File: src/source/rv_core_params.svh
// rv32i subset core constants: widths, reset pc and major opcodes
`ifndef RV_CORE_PARAMS_SVH
`define RV_CORE_PARAMS_SVH

// data and address width
`define RV_XLEN 32

// architectural register count, x0 included
`define RV_NUM_REGS 32

// first fetch address after reset
`define RV_RESET_PC 32'h0000_0000

// major opcodes handled by the core
`define RV_OP_R      7'b0110011
`define RV_OP_IMM    7'b0010011
`define RV_OP_LOAD   7'b0000011
`define RV_OP_STORE  7'b0100011
`define RV_OP_BRANCH 7'b1100011

`endif

File: src/source/rv_core_pkg.sv
// rv32i subset core shared vector types for the datapath and testbench
`include "rv_core_params.svh"

package rv_core_pkg;

    // one data word, address or instruction
    typedef logic [`RV_XLEN-1:0] word_t;

    // major opcode field, instr[6:0]
    typedef logic [6:0] opcode_t;

    // register index
    typedef logic [$clog2(`RV_NUM_REGS)-1:0] reg_addr_t;

    // operation class from the control decoder
    // 0 add, 1 compare, 2 use funct3/funct7
    typedef logic [1:0] alu_op_t;

    // ALU function picked inside execute
    typedef logic [3:0] alu_sel_t;

endpackage

File: src/source/rv_control.sv
// rv_control turns the major opcode into the datapath control levels
`timescale 1ns/1ps
`include "rv_core_params.svh"

module rv_control (
    input  rv_core_pkg::opcode_t opcode,
    output logic                 branch,
    output logic                 mem_read,
    output logic                 mem_to_reg,
    output logic                 mem_write,
    output logic                 alu_src,
    output logic                 reg_write_en,
    output rv_core_pkg::alu_op_t alu_op
);

    always_comb begin
        // unknown opcodes fall through as a nop that writes nothing
        branch       = 1'b0;
        mem_read     = 1'b0;
        mem_to_reg   = 1'b0;
        mem_write    = 1'b0;
        alu_src      = 1'b0;
        reg_write_en = 1'b0;
        alu_op       = 2'd0;

        case (opcode)
            `RV_OP_R: begin
                alu_op       = 2'd2;
                reg_write_en = 1'b1;
            end
            `RV_OP_IMM: begin
                // funct3 still picks the operation, only operand b differs
                alu_op       = 2'd2;
                alu_src      = 1'b1;
                reg_write_en = 1'b1;
            end
            `RV_OP_LOAD: begin
                mem_read     = 1'b1;
                mem_to_reg   = 1'b1;
                alu_src      = 1'b1;
                reg_write_en = 1'b1;
            end
            `RV_OP_STORE: begin
                mem_write = 1'b1;
                alu_src   = 1'b1;
            end
            `RV_OP_BRANCH: begin
                // subtract rs1 - rs2, zero test happens in execute
                branch = 1'b1;
                alu_op = 2'd1;
            end
            default: begin
                branch = 1'b0;
            end
        endcase
    end

endmodule

File: src/source/rv_core.sv
// rv_core single-cycle rv32i subset top level connecting decode, execute and retire
`timescale 1ns/1ps

module rv_core (
    input  logic               clk,
    input  logic               arst_n,
    input  rv_core_pkg::word_t instr,
    input  rv_core_pkg::word_t mem_rdata,
    output rv_core_pkg::word_t pc,
    output rv_core_pkg::word_t mem_addr,
    output rv_core_pkg::word_t mem_wdata,
    output logic               mem_read,
    output logic               mem_write
);

    import rv_core_pkg::*;

    reg_addr_t  rs1;
    reg_addr_t  rs2;
    reg_addr_t  rd;
    logic [2:0] funct3;
    logic       funct7_bit5;
    word_t      imm;
    logic       branch;
    logic       mem_to_reg;
    logic       alu_src;
    logic       reg_write;
    alu_op_t    alu_op;
    word_t      rs1_data;
    word_t      rs2_data;
    word_t      alu_result;
    logic       branch_taken;
    word_t      rd_data;

    rv_decode u_decode (
        .instr        (instr),
        .rs1          (rs1),
        .rs2          (rs2),
        .rd           (rd),
        .funct3       (funct3),
        .funct7_bit5  (funct7_bit5),
        .imm          (imm),
        .branch       (branch),
        .mem_read     (mem_read),
        .mem_to_reg   (mem_to_reg),
        .mem_write    (mem_write),
        .alu_src      (alu_src),
        .reg_write_en (reg_write),
        .alu_op       (alu_op)
    );

    rv_regfile u_regfile (
        .clk       (clk),
        .arst_n    (arst_n),
        .rs1       (rs1),
        .rs2       (rs2),
        .rd        (rd),
        .reg_write (reg_write),
        .rd_data   (rd_data),
        .rs1_data  (rs1_data),
        .rs2_data  (rs2_data)
    );

    rv_execute u_execute (
        .rs1_data     (rs1_data),
        .rs2_data     (rs2_data),
        .imm          (imm),
        .alu_op       (alu_op),
        .funct3       (funct3),
        .funct7_bit5  (funct7_bit5),
        .alu_src      (alu_src),
        .branch       (branch),
        .alu_result   (alu_result),
        .branch_taken (branch_taken)
    );

    rv_retire u_retire (
        .clk          (clk),
        .arst_n       (arst_n),
        .imm          (imm),
        .branch_taken (branch_taken),
        .mem_to_reg   (mem_to_reg),
        .alu_result   (alu_result),
        .mem_rdata    (mem_rdata),
        .pc           (pc),
        .rd_data      (rd_data)
    );

    // data port: address from the ALU, store data straight from rs2
    assign mem_addr  = alu_result;
    assign mem_wdata = rs2_data;

endmodule

File: src/source/rv_decode.sv
// rv_decode splits an instruction into fields, immediate and control levels
`timescale 1ns/1ps
`include "rv_core_params.svh"

module rv_decode (
    input  rv_core_pkg::word_t     instr,
    output rv_core_pkg::reg_addr_t rs1,
    output rv_core_pkg::reg_addr_t rs2,
    output rv_core_pkg::reg_addr_t rd,
    output logic [2:0]             funct3,
    output logic                   funct7_bit5,
    output rv_core_pkg::word_t     imm,
    output logic                   branch,
    output logic                   mem_read,
    output logic                   mem_to_reg,
    output logic                   mem_write,
    output logic                   alu_src,
    output logic                   reg_write_en,
    output rv_core_pkg::alu_op_t   alu_op
);

    import rv_core_pkg::*;

    opcode_t opcode;

    assign opcode      = instr[6:0];
    assign rd          = instr[11:7];
    assign funct3      = instr[14:12];
    assign rs1         = instr[19:15];
    assign rs2         = instr[24:20];
    assign funct7_bit5 = instr[30];

    // immediate format follows the opcode
    always_comb begin
        case (opcode)
            `RV_OP_STORE: begin
                imm = {{20{instr[31]}}, instr[31:25], instr[11:7]};
            end
            `RV_OP_BRANCH: begin
                // byte offset, bit 0 always zero
                imm = {{19{instr[31]}}, instr[31], instr[7], instr[30:25],
                       instr[11:8], 1'b0};
            end
            default: begin
                imm = {{20{instr[31]}}, instr[31:20]};
            end
        endcase
    end

    rv_control u_control (
        .opcode       (opcode),
        .branch       (branch),
        .mem_read     (mem_read),
        .mem_to_reg   (mem_to_reg),
        .mem_write    (mem_write),
        .alu_src      (alu_src),
        .reg_write_en (reg_write_en),
        .alu_op       (alu_op)
    );

endmodule

File: src/source/rv_execute.sv
// rv_execute picks the ALU function, computes the result and resolves branches
`timescale 1ns/1ps

module rv_execute (
    input  rv_core_pkg::word_t   rs1_data,
    input  rv_core_pkg::word_t   rs2_data,
    input  rv_core_pkg::word_t   imm,
    input  rv_core_pkg::alu_op_t alu_op,
    input  logic [2:0]           funct3,
    input  logic                 funct7_bit5,
    input  logic                 alu_src,
    input  logic                 branch,
    output rv_core_pkg::word_t   alu_result,
    output logic                 branch_taken
);

    import rv_core_pkg::*;

    localparam alu_sel_t sel_add = 4'd0;
    localparam alu_sel_t sel_sub = 4'd1;
    localparam alu_sel_t sel_and = 4'd2;
    localparam alu_sel_t sel_or  = 4'd3;
    localparam alu_sel_t sel_xor = 4'd4;
    localparam alu_sel_t sel_slt = 4'd5;
    localparam alu_sel_t sel_sll = 4'd6;
    localparam alu_sel_t sel_srl = 4'd7;

    word_t    op_b;
    alu_sel_t alu_sel;
    logic     zero;

    assign op_b = alu_src ? imm : rs2_data;

    always_comb begin
        case (alu_op)
            2'd1: alu_sel = sel_sub;
            2'd2: begin
                case (funct3)
                    // sub only for R-type, imm bit 10 is just data for addi
                    3'b000:  alu_sel = (funct7_bit5 && !alu_src) ? sel_sub : sel_add;
                    3'b001:  alu_sel = sel_sll;
                    3'b010:  alu_sel = sel_slt;
                    3'b100:  alu_sel = sel_xor;
                    3'b101:  alu_sel = sel_srl;
                    3'b110:  alu_sel = sel_or;
                    3'b111:  alu_sel = sel_and;
                    default: alu_sel = sel_add;
                endcase
            end
            default: alu_sel = sel_add;
        endcase
    end

    always_comb begin
        case (alu_sel)
            sel_add: alu_result = rs1_data + op_b;
            sel_sub: alu_result = rs1_data - op_b;
            sel_and: alu_result = rs1_data & op_b;
            sel_or:  alu_result = rs1_data | op_b;
            sel_xor: alu_result = rs1_data ^ op_b;
            sel_slt: alu_result = word_t'($signed(rs1_data) < $signed(op_b));
            sel_sll: alu_result = rs1_data << op_b[4:0];
            sel_srl: alu_result = rs1_data >> op_b[4:0];
            default: alu_result = '0;
        endcase
    end

    // funct3[0] set means bne
    assign zero         = (alu_result == '0);
    assign branch_taken = branch && (funct3[0] ? !zero : zero);

endmodule

File: src/source/rv_regfile.sv
// rv_regfile holds x1..x31 with two async read ports and one write port
`timescale 1ns/1ps
`include "rv_core_params.svh"

module rv_regfile (
    input  logic                   clk,
    input  logic                   arst_n,
    input  rv_core_pkg::reg_addr_t rs1,
    input  rv_core_pkg::reg_addr_t rs2,
    input  rv_core_pkg::reg_addr_t rd,
    input  logic                   reg_write,
    input  rv_core_pkg::word_t     rd_data,
    output rv_core_pkg::word_t     rs1_data,
    output rv_core_pkg::word_t     rs2_data
);

    import rv_core_pkg::*;

    // x0 has no storage
    word_t regs [1:`RV_NUM_REGS-1];

    always_ff @(posedge clk or negedge arst_n) begin
        if (!arst_n) begin
            for (int i = 1; i < `RV_NUM_REGS; i++) begin
                regs[i] <= '0;
            end
        end else if (reg_write && (rd != '0)) begin
            regs[rd] <= rd_data;
        end
    end

    // reads see the old value during a same-cycle write
    assign rs1_data = (rs1 == '0) ? '0 : regs[rs1];
    assign rs2_data = (rs2 == '0) ? '0 : regs[rs2];

endmodule

File: src/source/rv_retire.sv
// rv_retire keeps the PC, selects the next PC and the write-back value
`timescale 1ns/1ps
`include "rv_core_params.svh"

module rv_retire (
    input  logic               clk,
    input  logic               arst_n,
    input  rv_core_pkg::word_t imm,
    input  logic               branch_taken,
    input  logic               mem_to_reg,
    input  rv_core_pkg::word_t alu_result,
    input  rv_core_pkg::word_t mem_rdata,
    output rv_core_pkg::word_t pc,
    output rv_core_pkg::word_t rd_data
);

    import rv_core_pkg::*;

    word_t pc_plus4;
    word_t pc_target;
    word_t pc_next;

    assign pc_plus4  = pc + word_t'(4);
    // imm is already a byte offset
    assign pc_target = pc + imm;
    assign pc_next   = branch_taken ? pc_target : pc_plus4;

    always_ff @(posedge clk or negedge arst_n) begin
        if (!arst_n) begin
            pc <= `RV_RESET_PC;
        end else begin
            pc <= pc_next;
        end
    end

    // loads write back memory data, everything else the ALU
    assign rd_data = mem_to_reg ? mem_rdata : alu_result;

endmodule

File: config.mk
export PLATFORM = sky130hd
export DESIGN_NAME = rv_core
export DESIGN_NICKNAME = d
export VERILOG_FILES = /design/src/source/rv_core_pkg.sv /design/src/source/rv_control.sv /design/src/source/rv_core.sv /design/src/source/rv_decode.sv /design/src/source/rv_execute.sv /design/src/source/rv_regfile.sv /design/src/source/rv_retire.sv
export VERILOG_INCLUDE_DIRS = /design/src /design/src/source
export SDC_FILE = /design/constraint.sdc
export NUM_CORES = 2
export LEC_CHECK = 0
export BUFFER_PORTS_ARGS = -buffer_cell sky130_fd_sc_hd__buf_2
export CAP_MARGIN = 10
export CORE_MARGIN = 8
export CORE_UTILIZATION = 55
export CTS_BUF_LIST = sky130_fd_sc_hd__clkbuf_4 sky130_fd_sc_hd__clkbuf_8
export CTS_CLUSTER_SIZE = 24
export DETAILED_ROUTE_END_ITERATION = 16
export GPL_TIMING_DRIVEN = 0
export PLACE_DENSITY = 0.8
export SLEW_MARGIN = 20
export SYNTH_ARGS = -nofsm -noshare
export SYNTH_HDL_FRONTEND = slang
export SYNTH_HIERARCHICAL = 1
export SYNTH_SLANG_ARGS = --single-unit
export TNS_END_PERCENT = 50
File: constraint.sdc
create_clock -name clk -period 13.5 [get_ports clk]
set_input_delay 2.025 -clock clk [delete_from_list [all_inputs] [get_ports clk]]
set_output_delay 2.025 -clock clk [all_outputs]
set_load 0.1 [all_outputs]
==> reports/results.ini <==
[routing]
ant_nets = 0
drt_iter0_drc = 8521
drt-total-wl_um = 307600
routed_wirelength_normalized_by_instance_count_um = 40.07
drcViolationCount = 0
drt-pass1-iter-count = 9
dr_total_vias = 56719
drt-vias-per-instance = 7.389

[timing]
max_freq_ghz = 0.07306
worst_slack_ns = -0.1871
slew_viols_final = 0
rsz0062_at_grt = no
setup_viol_count_final = 14
layout_min_cycle_time_ns = 13.69
timing.final.hold_violations = 0
slew_headroom_pct = 12.66
tightest_slew_ns = 1.310
timing.final.crit_share_pct = 101.4
final.setup_skew_ns = 0.07763

[clocking]
clkSinkCount = 1024
clock_tree_from_tritoncts = yes
cts_inserted_buffers = 167
clock_tree_root_driver_cell = sky130_fd_sc_hd__clkbuf_8
max-clock-path-buffers = 3
clk_pin_slew_ns = 0.06
cts.htree.levels = 4
worst_skew_pair_later_pin_latency_ns = 0.94

[logic_synthesis]
post_synth_inst_count = 5573
synth_area_um2 = 67420
yosys-top-cells-area = sky130_fd_sc_hd__dfrtp_1, sky130_fd_sc_hd__mux2_2, sky130_fd_sc_hd__mux4_2
syn-mean-instance-area_um2 = 12.10
proportion_of_synthesized_chip_area_in_sequential_cells_pct = 38.01
post_synth_edffs = 0
synth_largest_type_area_fraction_pct = 38.01
postSynth.asyncResetShare_pct = 100.0
post_synth_num_cell_types = 115
syn_nets = 5792
postSynth.topFlopCell = sky130_fd_sc_hd__dfrtp_1
synth_seq_cells = 1024
synth_largest_area_cell = sky130_fd_sc_hd__dfrtp_1
syn_warnings = 6

[layout]
final_net_count = 6137
layout-drive-gt1-share_pct = 38.59
instances_no_fill = 7676
layout_commonest_cell = sky130_fd_sc_hd__mux2_2
final_design_area_no_fill_um2 = 74370
final_core_utilization_pct = 61.10
flow.area_growth_from_synthesis_pct = 10.31
most_frequent_cells_in_the_layout = sky130_fd_sc_hd__mux2_2, sky130_fd_sc_hd__dfrtp_1, sky130_fd_sc_hd__mux4_2, sky130_fd_sc_hd__mux2i_1, sky130_fd_sc_hd__buf_2

[hold_path]
class_of_the_most_critical_hold_timing_path = flop to flop
timing.hold.worst_path_depth = 1

[critical_path]
setup.worst_path.end_class = primary output
timing.critical_path.arrival_ns = 11.66
critical_path_cell_count = 25
critical-path-top-delay-family = buffers and inverters
cpMaxStageDelayCell = sky130_fd_sc_hd__a2111oi_0
critical-path-top-cell-by-count = sky130_fd_sc_hd__buf_2
worstPathRequired_ns = 11.48
critical_path_startpoint_category = input port
criticalPathCategory = input port to primary output
crit_buf_inv = 10
critical_path_peak_fanout = 11
crit_path_max_incr_delay_ns = 0.84
worstRegToRegCells = 26

[grt]
grt_usage_pct = 44.34
grt_max_degree = 137
vias_in_the_first_global_route = 55891
grt_first_pass_wirelength_um = 428100
globalRouteOverflowTotal = 0
grt_antenna_before_repair = 17

[place]
place.port_buffers = 149
placedInstanceArea_um2 = 70650
pre_cts_ws_ns = -2.201
post_placement_cell_count = 7370
detailedPlacementHpwl_um = 233100
gp_congestion = 1.067

[floorplan]
die_h_um = 366.1
floorplan.io_pins = 164
initial_core_util_pct = 55.39
placementRows = 128
dieArea_um2 = 134000
core_um2 = 121700
die_x_um = 366.1

[pwr]
power_frac_seq_pct = 38.4
p_leak_nw = 34.37
pwr-share-comb_pct = 26.7
ir_drop_mv = 0.1384
p_sw_share_pct = 37.10
intPower_w = 0.005327
clock_power_share_pct = 34.9
power_per_cell_area_nw_per_um2 = 113.9
net_load_switching_power_w = 0.003142

[outcome]
run_status = finished, violations left
violations = setup timing

[job]
max_capacitance_violation_count = 0

## kinds of logic after synthesis
logic type                 after synthesis  synth area share [%]
muxes                                 1856                 36.89
DFF                                   1024                 38.01
xor gates and xnor gates                67                0.8704
AOI/OAI and AO/OA                      948                 10.17
and+or+nand+nor                        854                 6.417
buffers and inverters                  671                 4.773
adders and majority gates              153                 2.873
## layout make-up
type                       count  area, um2
timing repair buffer         179       1149
antenna                        6      15.01
multi-input combinational   3878      38710
buffer                       555       2806
sequential                  1024      25620
clock inverter                34      319.1
clock buffer                 262       3293
inverter                     113      426.7
fill                        9618      47340
tap                         1625       2033
## power by group through the flow
stage | Combinational (W) | Sequential, W | Clock (W)
2_1_floorplan | 0.00121 | 0.00343 | 0
3_3_place_gp | 0.00213 | 0.00330 | 0
3_5_place_dp | 0.00216 | 0.00330 | 0
4_1_cts | 0.00217 | 0.00325 | 0.00297
5_1_grt | 0.00231 | 0.00326 | 0.00310
6_report | 0.00226 | 0.00325 | 0.00295
## worst register-to-register path: cells and delay by family, from the launching register on
kind / cells / cell delay (ns)
AO/OA/AOI/OAI: 9 / 3.50
flip-flops: 1 / 0.42
AND/OR/NAND/NOR: 7 / 2.40
buffers and inverters: 6 / 3.31
multiplexers: 3 / 1.08
adder cells (fa/ha/maj): 1 / 0.39
## routing by layer
layer  GRT usage, %  share of wire (%)  up-vias
met1          53.59                 35    28800
li1               -                  -    21986
met2          64.47                 42     4687
met5              0              0.015        -
met3          17.06                 13     1240
met4          32.59                9.4        6
## cells in the mapped netlist (all sizes together) (27+ instances only)
| cell | number |
|---|---|
| dfrtp | 1024 |
| a21oi | 185 |
| inv | 110 |
| o21ai | 101 |
| a221oi | 64 |
| nor2 | 219 |
| nor3 | 91 |
| mux2 | 1112 |
| clkbuf | 236 |
| ha | 150 |
| nor2b | 70 |
| nand3 | 64 |
| buf | 322 |
| mux2i | 355 |
| and3 | 44 |
| a22oi | 127 |
| o22ai | 49 |
| xnor2 | 52 |
| o31a | 36 |
| nand2b | 30 |
| a211oi | 38 |
| nand4 | 27 |
| mux4 | 389 |
| nand2 | 202 |
| o211ai | 61 |
## state kept, by name, indices dropped and copies added (netlist names)
register        cells
u_regfile/regs    992
u_retire/pc        32
## stage by stage
step / hold slack, ns / TNS, ns / power, W
floorplan: 0.4701 / 0 / 0.004633
global placement: 0.4543 / - / 0.005427
detailed placement: 0.4601 / -70.35 / 0.005460
CTS: 0.4719 / 0 / 0.008386
global route: 0.5065 / 0 / 0.008672
finish: 0.4758 / -1.891 / 0.008469
## timing repair
item	4_1_cts	5_1_grt
setup buffers	1	0
endpoints found under the setup margin	42	30
hold buffers	0	0
pin swaps	1	0
resized for setup	7	10
gates cloned	0	0
## worst paths after layout
path / from / endpoint / slack, ns
setup / recovery: instr[21] / mem_addr[29] / -0.19
hold / removal: u_retire/pc[31] / u_retire/pc[31] / 0.48
setup reg to reg: u_regfile/regs[675] / u_retire/pc[18] / 2.28
hold reg to reg: u_retire/pc[31] / u_retire/pc[31] / 0.48
max in group asynchronous: arst_n / u_retire/pc[11] / 9.80
min in group asynchronous: arst_n / u_regfile/regs[165] / 1.05
(Power assumes the default switching activity.)
